<file path="src/axil_bus_pkg.sv">
/*
 * axi-lite bus definitions for the fir configuration slave
 * address and data widths, word types and the invalid read word
 */

package axil_bus_pkg;

    // byte address into the 4 KB config space
    parameter int ADDR_W = 12;

    // one register or tap coefficient per beat
    parameter int DATA_W = 32;

    typedef logic [ADDR_W-1:0] addr_t;

    typedef logic [DATA_W-1:0] data_t;

    // returned for tap reads while the engine owns the ram
    parameter data_t INVALID_DATA = 32'hFFFF_FFFF;

endpackage
</file>
<file path="src/fir_regmap_pkg.sv">
/*
 * fir configuration register map
 * register offsets, tap window bounds, decoded region and the control word
 */

package fir_regmap_pkg;

    // control register, start/done/idle
    parameter axil_bus_pkg::addr_t CTRL_OFS = 12'h000;

    // number of samples for the next run
    parameter axil_bus_pkg::addr_t LEN_OFS  = 12'h010;

    // tap coefficient window, byte addressed
    parameter axil_bus_pkg::addr_t TAP_BASE = 12'h020;
    parameter axil_bus_pkg::addr_t TAP_LAST = 12'h0FF;

    // region an access falls into, decoded once at the bus port
    typedef enum logic [1:0] {
        REG_CTRL,
        REG_LEN,
        REG_TAP,
        REG_NONE
    } region_t;

    // field layout of the control register
    typedef struct packed {
        logic [28:0] rsvd;
        logic        idle;
        logic        done;
        logic        start;
    } ctrl_fields_t;

    // same word seen as bus data or as control fields
    typedef union packed {
        axil_bus_pkg::data_t raw;
        ctrl_fields_t        f;
    } ctrl_word_u;

endpackage

</file>
<file path="src/reg_access_if.sv">
/*
 * register access bundle between the axi-lite port and its targets
 * carries decoded write and read strobes plus the values read back
 */

`timescale 1ns/1ps

interface reg_access_if;
    import axil_bus_pkg::*;
    import fir_regmap_pkg::*;

    // write side, one strobe per accepted write
    logic       wr_stb;
    region_t    wr_region;
    addr_t      wr_offset;
    data_t      wr_data;

    // read side, strobe on the accepting cycle
    logic       rd_stb;
    region_t    rd_region;
    addr_t      rd_offset;

    // register contents and run state
    ctrl_word_u ctrl_word;
    data_t      length;
    logic       busy;

    // tap read return, one cycle after rd_stb
    data_t      tap_rdata;
    logic       tap_rvalid;

    modport port (
        output wr_stb, wr_region, wr_offset, wr_data,
        output rd_stb, rd_region, rd_offset,
        input  ctrl_word, length, busy, tap_rdata, tap_rvalid
    );

    modport ctrl (
        input  wr_stb, wr_region, wr_data,
        output ctrl_word, length, busy
    );

    modport tap (
        input  wr_stb, wr_region, wr_offset, wr_data,
        input  rd_stb, rd_region, rd_offset, busy,
        output tap_rdata, tap_rvalid
    );

endinterface

</file>
<file path="src/fir_axil_cfg.sv">
/*
 * axi-lite configuration slave of the fir accelerator
 * control and length registers, tap ram window and ram handover
 */

`timescale 1ns/1ps

module fir_axil_cfg #(
    parameter int  NUM_TAPS = 11,
    localparam int IDX_W    = $clog2(NUM_TAPS)
) (
    input  logic                axis_clk,
    input  logic                axis_rst_n,

    // axi-lite write side
    input  logic                awvalid,
    output logic                awready,
    input  axil_bus_pkg::addr_t awaddr,
    input  logic                wvalid,
    output logic                wready,
    input  axil_bus_pkg::data_t wdata,

    // axi-lite read side
    input  logic                arvalid,
    output logic                arready,
    input  axil_bus_pkg::addr_t araddr,
    output logic                rvalid,
    input  logic                rready,
    output axil_bus_pkg::data_t rdata,

    // tap coefficient ram
    output logic [3:0]          tap_we,
    output logic                tap_en,
    output axil_bus_pkg::data_t tap_di,
    output axil_bus_pkg::addr_t tap_a,
    input  axil_bus_pkg::data_t tap_do,

    // fir engine
    output logic                ap_start,
    input  logic                ap_done,
    input  logic                ap_idle,
    output axil_bus_pkg::data_t data_length,
    input  logic [IDX_W-1:0]    fir_raddr
);

    reg_access_if ra_if ();

    // bus side, handshakes and decode
    axil_slave_port u_port (
        .axis_clk   (axis_clk),
        .axis_rst_n (axis_rst_n),
        .awvalid    (awvalid),
        .awaddr     (awaddr),
        .wvalid     (wvalid),
        .wdata      (wdata),
        .awready    (awready),
        .wready     (wready),
        .arvalid    (arvalid),
        .araddr     (araddr),
        .arready    (arready),
        .rvalid     (rvalid),
        .rready     (rready),
        .rdata      (rdata),
        .bus        (ra_if.port)
    );

    // start/done/idle, length, run state
    fir_ctrl_regs u_ctrl (
        .axis_clk    (axis_clk),
        .axis_rst_n  (axis_rst_n),
        .ap_done     (ap_done),
        .ap_idle     (ap_idle),
        .ap_start    (ap_start),
        .data_length (data_length),
        .bus         (ra_if.ctrl)
    );

    // tap ram port, shared with the engine
    tap_ram_access #(
        .NUM_TAPS (NUM_TAPS)
    ) u_tap (
        .axis_clk   (axis_clk),
        .axis_rst_n (axis_rst_n),
        .fir_raddr  (fir_raddr),
        .tap_do     (tap_do),
        .tap_we     (tap_we),
        .tap_en     (tap_en),
        .tap_di     (tap_di),
        .tap_a      (tap_a),
        .bus        (ra_if.tap)
    );

endmodule

</file>
<file path="src/tap_ram_access.sv">
/*
 * tap coefficient ram port driver
 * serves bus tap writes and reads while ready, hands the port to the
 * fir engine index while a run is busy
 */

`timescale 1ns/1ps

module tap_ram_access #(
    parameter int  NUM_TAPS = 11,
    localparam int IDX_W    = $clog2(NUM_TAPS)
) (
    input  logic                axis_clk,
    input  logic                axis_rst_n,
    input  logic [IDX_W-1:0]    fir_raddr,
    input  axil_bus_pkg::data_t tap_do,
    output logic [3:0]          tap_we,
    output bit                  tap_en,
    output axil_bus_pkg::data_t tap_di,
    output axil_bus_pkg::addr_t tap_a,
    reg_access_if.tap           bus
);
    import axil_bus_pkg::*;
    import fir_regmap_pkg::*;

    logic  bus_wr;
    logic  bus_rd;
    logic  rd_q;
    logic  rd_inv_q;
    addr_t eng_addr;

    assign bus_wr = bus.wr_stb && (bus.wr_region == REG_TAP);
    assign bus_rd = bus.rd_stb && (bus.rd_region == REG_TAP);

    // engine index to byte address, one word per tap
    always_comb begin
        eng_addr = '0;
        eng_addr[IDX_W+1:0] = {fir_raddr, 2'b00};
    end

    always_comb begin
        if (bus.busy) begin
            // engine owns the port, read only
            tap_en = 1'b1;
            tap_we = 4'b0000;
            tap_a  = eng_addr;
            tap_di = '0;
        end else begin
            // bus access, write and read never share a cycle
            tap_en = bus_wr || bus_rd;
            tap_we = bus_wr ? 4'b1111 : 4'b0000;
            tap_a  = bus_wr ? bus.wr_offset : bus.rd_offset;
            tap_di = bus_wr ? bus.wr_data : '0;
        end
    end

    // ram has one cycle of read latency
    always_ff @(posedge axis_clk or negedge axis_rst_n) begin
        if (!axis_rst_n) begin
            rd_q     <= 1'b0;
            rd_inv_q <= 1'b0;
        end else begin
            rd_q     <= bus_rd;
            // ram was busy with the engine, data not ours
            rd_inv_q <= bus_rd && bus.busy;
        end
    end

    assign bus.tap_rvalid = rd_q;
    assign bus.tap_rdata  = rd_inv_q ? INVALID_DATA : tap_do;

endmodule

</file>
<file path="src/fir_ctrl_regs.sv">
/*
 * fir control registers
 * start/done/idle bits, sample length and the ready/busy run state
 */

`timescale 1ns/1ps

module fir_ctrl_regs (
    input  logic                axis_clk,
    input  logic                axis_rst_n,
    input  bit                  ap_done,
    input  bit                  ap_idle,
    output bit                  ap_start,
    output axil_bus_pkg::data_t data_length,
    reg_access_if.ctrl          bus
);
    import axil_bus_pkg::*;
    import fir_regmap_pkg::*;

    // run state, no separate idle state after reset
    typedef enum logic {
        ST_READY,
        ST_BUSY
    } run_state_t;

    run_state_t state;
    logic       start_q;
    logic       done_q;
    logic       idle_q;
    data_t      length_q;
    logic       ctrl_wr;
    logic       len_wr;
    logic       start_req;
    ctrl_word_u word_c;

    assign ctrl_wr   = bus.wr_stb && (bus.wr_region == REG_CTRL);
    assign len_wr    = bus.wr_stb && (bus.wr_region == REG_LEN);

    // only bit 0 of a control write means anything
    assign start_req = ctrl_wr && bus.wr_data[0];

    always_ff @(posedge axis_clk or negedge axis_rst_n) begin
        if (!axis_rst_n) begin
            state    <= ST_READY;
            start_q  <= 1'b0;
            done_q   <= 1'b0;
            idle_q   <= 1'b0;
            length_q <= '0;
        end else begin
            // engine status, one cycle late
            done_q <= ap_done;
            idle_q <= ap_idle;

            // single cycle start pulse, next cycle is already busy
            start_q <= (state == ST_READY) && start_req;

            if (len_wr) begin
                length_q <= bus.wr_data;
            end

            case (state)
                ST_READY: begin
                    if (start_req) begin
                        state <= ST_BUSY;
                    end
                end
                ST_BUSY: begin
                    // registered done ends the run
                    if (done_q) begin
                        state <= ST_READY;
                    end
                end
                default: begin
                    state <= ST_READY;
                end
            endcase
        end
    end

    // control word for read back
    always_comb begin
        word_c.f.rsvd  = '0;
        word_c.f.idle  = idle_q;
        word_c.f.done  = done_q;
        word_c.f.start = start_q;
    end

    assign bus.ctrl_word = word_c;
    assign bus.length    = length_q;
    assign bus.busy      = (state == ST_BUSY);

    assign ap_start    = start_q;
    assign data_length = length_q;

endmodule

</file>
<file path="src/axil_slave_port.sv">
/*
 * axi-lite slave port of the fir configuration block
 * write/read handshakes, address decode into regions, and the read
 * response register with its hold under back-pressure
 */

`timescale 1ns/1ps

module axil_slave_port (
    input  logic                axis_clk,
    input  logic                axis_rst_n,
    input  bit                  awvalid,
    input  axil_bus_pkg::addr_t awaddr,
    input  bit                  wvalid,
    input  axil_bus_pkg::data_t wdata,
    output bit                  awready,
    output bit                  wready,
    input  bit                  arvalid,
    input  axil_bus_pkg::addr_t araddr,
    output bit                  arready,
    output bit                  rvalid,
    input  bit                  rready,
    output axil_bus_pkg::data_t rdata,
    reg_access_if.port          bus
);
    import axil_bus_pkg::*;
    import fir_regmap_pkg::*;

    // read transaction state, only one read in flight
    typedef enum logic [1:0] {
        RD_IDLE,
        RD_WAIT,
        RD_RESP
    } rd_state_t;

    rd_state_t rd_state;
    data_t     rdata_q;
    logic      wr_acc;
    logic      rd_acc;
    logic      rd_free;
    region_t   ar_region;

    // map a byte address onto the register regions
    function automatic region_t decode(input addr_t addr);
        region_t r;
        if (addr == CTRL_OFS) begin
            r = REG_CTRL;
        end else if (addr == LEN_OFS) begin
            r = REG_LEN;
        end else if (addr >= TAP_BASE && addr <= TAP_LAST) begin
            r = REG_TAP;
        end else begin
            r = REG_NONE;
        end
        return r;
    endfunction

    // address and data must arrive together, nothing taken during a run
    assign wr_acc  = awvalid && wvalid && !bus.busy;
    assign awready = wr_acc;
    assign wready  = wr_acc;

    // write strobe goes straight to the targets
    assign bus.wr_stb    = wr_acc;
    assign bus.wr_region = decode(awaddr);
    assign bus.wr_offset = awaddr - TAP_BASE;
    assign bus.wr_data   = wdata;

    // slot frees up when the held response is taken this cycle
    assign rd_free = (rd_state == RD_IDLE) || (rd_state == RD_RESP && rready);

    // writes win the tap ram port, so no read accept next to one
    assign arready = arvalid && rd_free && !wr_acc;
    assign rd_acc  = arready;

    assign ar_region     = decode(araddr);
    assign bus.rd_stb    = rd_acc;
    assign bus.rd_region = ar_region;
    assign bus.rd_offset = araddr - TAP_BASE;

    always_ff @(posedge axis_clk or negedge axis_rst_n) begin
        if (!axis_rst_n) begin
            rd_state <= RD_IDLE;
        end else begin
            case (rd_state)
                // ram data comes back one cycle after the strobe
                RD_WAIT: begin
                    if (bus.tap_rvalid) begin
                        rd_state <= RD_RESP;
                    end
                end
                // hold until the master takes it
                RD_RESP: begin
                    if (rready) begin
                        rd_state <= RD_IDLE;
                    end
                end
                default: begin
                    rd_state <= rd_state;
                end
            endcase
            // new read overrides the release above
            if (rd_acc) begin
                rd_state <= (ar_region == REG_TAP) ? RD_WAIT : RD_RESP;
            end
        end
    end

    // response word, loaded once per read and held otherwise
    always_ff @(posedge axis_clk) begin
        if (rd_acc) begin
            case (ar_region)
                REG_CTRL: rdata_q <= bus.ctrl_word.raw;
                REG_LEN:  rdata_q <= bus.length;
                // unmapped reads return 0, tap data lands a cycle later
                default:  rdata_q <= '0;
            endcase
        end else if (rd_state == RD_WAIT && bus.tap_rvalid) begin
            rdata_q <= bus.tap_rdata;
        end
    end

    assign rvalid = (rd_state == RD_RESP);
    assign rdata  = rdata_q;

endmodule

</file>
<file path="config.mk">
export PLATFORM = sky130hd
export DESIGN_NAME = fir_axil_cfg
export DESIGN_NICKNAME = d
export VERILOG_FILES = /design/src/axil_bus_pkg.sv /design/src/fir_regmap_pkg.sv /design/src/reg_access_if.sv /design/src/fir_axil_cfg.sv /design/src/tap_ram_access.sv /design/src/fir_ctrl_regs.sv /design/src/axil_slave_port.sv
export SDC_FILE = /design/constraint.sdc
export NUM_CORES = 1
export LEC_CHECK = 0
export ABC_AREA = 1
export BUFFER_PORTS_ARGS = -buffer_cell sky130_fd_sc_hd__clkbuf_2
export CAP_MARGIN = 40
export CORE_MARGIN = 2
export CORE_UTILIZATION = 55
export CTS_BUF_LIST = sky130_fd_sc_hd__clkbuf_2
export CTS_CLUSTER_SIZE = 30
export DETAILED_ROUTE_END_ITERATION = 12
export PLACE_DENSITY = 0.84
export SLEW_MARGIN = 30
export SYNTH_ARGS = -nofsm -noshare
export SYNTH_HDL_FRONTEND = slang
export SYNTH_HIERARCHICAL = 1
export SYNTH_SLANG_ARGS = --single-unit
</file>
<file path="constraint.sdc">
create_clock -name axis_clk -period 3.4 [get_ports axis_clk]
set_input_delay 0.51 -clock axis_clk [delete_from_list [all_inputs] [get_ports axis_clk]]
set_output_delay 0.51 -clock axis_clk [all_outputs]
set_load 0.01 [all_outputs]
</file>
==> metrics.yaml <==
initial_core_util_pct: 56.5
crit_type: "flip-flop to primary output"
first_iter_violations: 289
reg2reg_to: "u_ctrl/bus.length[15]"
cts_setup_buffers: 0
crit_path_cell_trace: "nor2_4 > nand2_2 > nor2_4 > nor2_2 > nand2_1 > nand2_1 > clkbuf_2"
powerDensity_mw_per_mm2: 300
worst_slew_pin_slew_ps: 764
p_leak_nw: 3.52
first_pass_iters: 5
worstReg2RegStart: "u_ctrl/bus.busy"
cts_buffers: 9
min_from: "ap_idle"
yosysTopAreaCellShare_pct: 17.6
synth_cell_types: 34
antennaDiodeCount: 0
synth_enable_flop_cells: 32
core_mm2: 0.0103
hpwl_um: 10400
cts_tree: "built"
ys_warn_count: 6
min_path_cells: 1
synth_largest_area_cell: "nand2_1"
grt_max_degree: 65
port_buffers: 217
worstHoldPathType: "primary input to flip-flop"
num-nets-final: 973
synthArstFlopShare_pct: 55.6
outcome: "finished, final reports clean"
num_io_pins: 218
die_h_um: 107
ys_ff_latch: 72
max-clock-path-buffers: 2
clkTransAtPathRegs_ps: 190
cts_sinks: 72
clk_latency_ps: 510
layout_common_cells: "nand2_1 (272), clkbuf_2 (228), nand3_1 (52)"
fmax_ghz: 0.320
vias: 4868
grt_usage_pct: 23.8
final_max_slew_viol_count: 0
r2r_cells: 5
drtAntennaViolNets: 0
worst_slack_ps: 271
pre_cts_slack_ps: 413
area_growth_pct: 6.87
cp.required_ps: 2890
gp_congestion: 0.862
grt_pass1_vias: 4279
rsz0062_at_grt: "no"
grt_antenna_before_repair: 0
setup_viol: 0
skew_ps: 31.5
drc: 0
vias_per_cell: 4.81
worst_setup_path_end_kind: "primary output"
drive_gt1_share_pct: 40.2
grt_pass1_wl_um: 21600
routed_wirelength_um: 13400
wire_per_inst_um: 13.2
synth_flop_cell: "dfrtp_1"
rows: 37
dieArea_mm2: 0.0114
tns_ps: 0
peakVddDrop_v: 0.000213
slowest_stage: "nor2_4"
hold_violations: 0
cp_max_fo: 37
syn_area_per_cell_um2: 7.66
min_period_over_period_pct: 92.0
synthCells: 758
arrival_ps: 2620
r2r_slack_ps: 1490
cpPeakStageDelay_ps: 610
htreeDepth: 3
gr-total-overflow: 0
die_width_um: 107
start_kind: "flip-flop"
layout_commonest_cell: "nand2_1"
slew_headroom_pct: 49.0
cap_violations: 0
cts-root-buf: "clkbuf_2"
min_to: "u_ctrl/idle_q"
seq_area_frac_synth_pct: 33.8
min_period_ps: 3130
crit_start: "u_ctrl/bus.busy"
yosys-top-cells-area: "nand2_1 (18%), dfrtp_1 (17%), edfxtp_1 (17%), buf_4 (16%), nand3_2 (5.3%)"
syn-cell-area_mm2: 0.00581
-- final cells by class --
| cell class | instances | area, um^2 |
|---|---|---|
| clock buffer | 12 | 60.1 |
| tap | 136 | 170 |
| multi-input combinational | 532 | 2660 |
| sequential | 72 | 1960 |
| fill | 973 | 4070 |
| timing repair buffer | 229 | 1190 |
| inverter | 27 | 101 |
| clock inverter | 4 | 68.8 |
-- worst max-delay path, delay by kind of cell (launching register included) --
kind                   cells  cell delay (ps)
buffers and inverters      1              120
flip-flops                 1              460
AND/OR/NAND/NOR            6             1520
-- per-layer routing --
| layer | GRT usage (%) | vias up | share of wire (%) |
|---|---|---|---|
| li1 | - | 2520 | - |
| met1 | 34.8 | 2157 | 47 |
| met4 | 8.44 | 0 | 1.9 |
| met3 | 3.22 | 19 | 5.8 |
| met2 | 36.1 | 172 | 45 |
| met5 | 0 | - | 0 |
-- cell usage after synthesis (2+ instances only) --
library cell and n:
inv_1 23, nand4_1 35, xor2_1 6, edfxtp_1 32
or2_2 32, ha_1 2, buf_12 4, nor2_2 33
buf_2 14, nand2_1 272, a21oi_1 2, nand3_1 52
clkbuf_1 3, nor2_1 18, nand3_2 31, o21ai_0 4
nand2_2 2, inv_2 3, dfrtp_1 40, nor2_4 4
buf_6 7, nor3_1 2, buf_4 126
-- per-stage QoR --
step | instances | util [%] | hold slack [ps] | power (mW) | instance area, um^2
final | 1012 | 60.4 | 82.8 | 1.86 | 6210
after floorplan | 786 | - | 214 | 1.26 | 5910
after detailed placement | 994 | 58.9 | 506 | 1.34 | 6050
after global placement | 994 | 58.9 | 484 | 1.34 | 6050
after CTS | 1011 | 60.3 | 32.9 | 1.88 | 6190
after global routing | 1012 | 60.4 | 14.1 | 1.96 | 6210
-- what timing repair did --
item / CTS / global route
hold buffers: 1 / 0
resized for setup: 0 / 0
hold endpoints to repair: 40 / 0
-- report_power, final --
| part | total (mW) | switching, mW | internal, mW | leakage (nW) |
|---|---|---|---|---|
| clock | 0.538 | 0.288 | 0.250 | 0.0836 |
| combinational | 0.344 | 0.211 | 0.133 | 2.58 |
| sequential | 0.980 | 0.0139 | 0.966 | 0.857 |
-- state kept, by name, summed over array words and instances, names as in the netlist --
register and flops:
u_ctrl/bus.length 32, u_ctrl/done_q 1, u_port/rd_state 2, u_tap/bus.tap_rvalid 1, u_ctrl/bus.busy 1, u_ctrl/idle_q 1
u_tap/rd_inv_q 1, u_ctrl/ap_start 1, u_port/rdata 32
-- cells by family after synthesis --
family	synth area share (%)
adders and majority gates	0.431
other	0.0646
buffers and inverters	22.4
AOI/OAI and AO/OA	0.732
and+or+nand+nor	41.5
xor gates and xnor gates	1.06
DFF	33.8
-- worst max path at each step --
stage / to / slack [ps]
floorplan: tap_a[0] / 1170
CTS: tap_a[1] / 230
global route: tap_a[7] / 10
global placement: tap_a[11] / 540
finish: tap_a[1] / 270
detailed placement: tap_a[1] / 410
(Power assumes the default switching activity.)
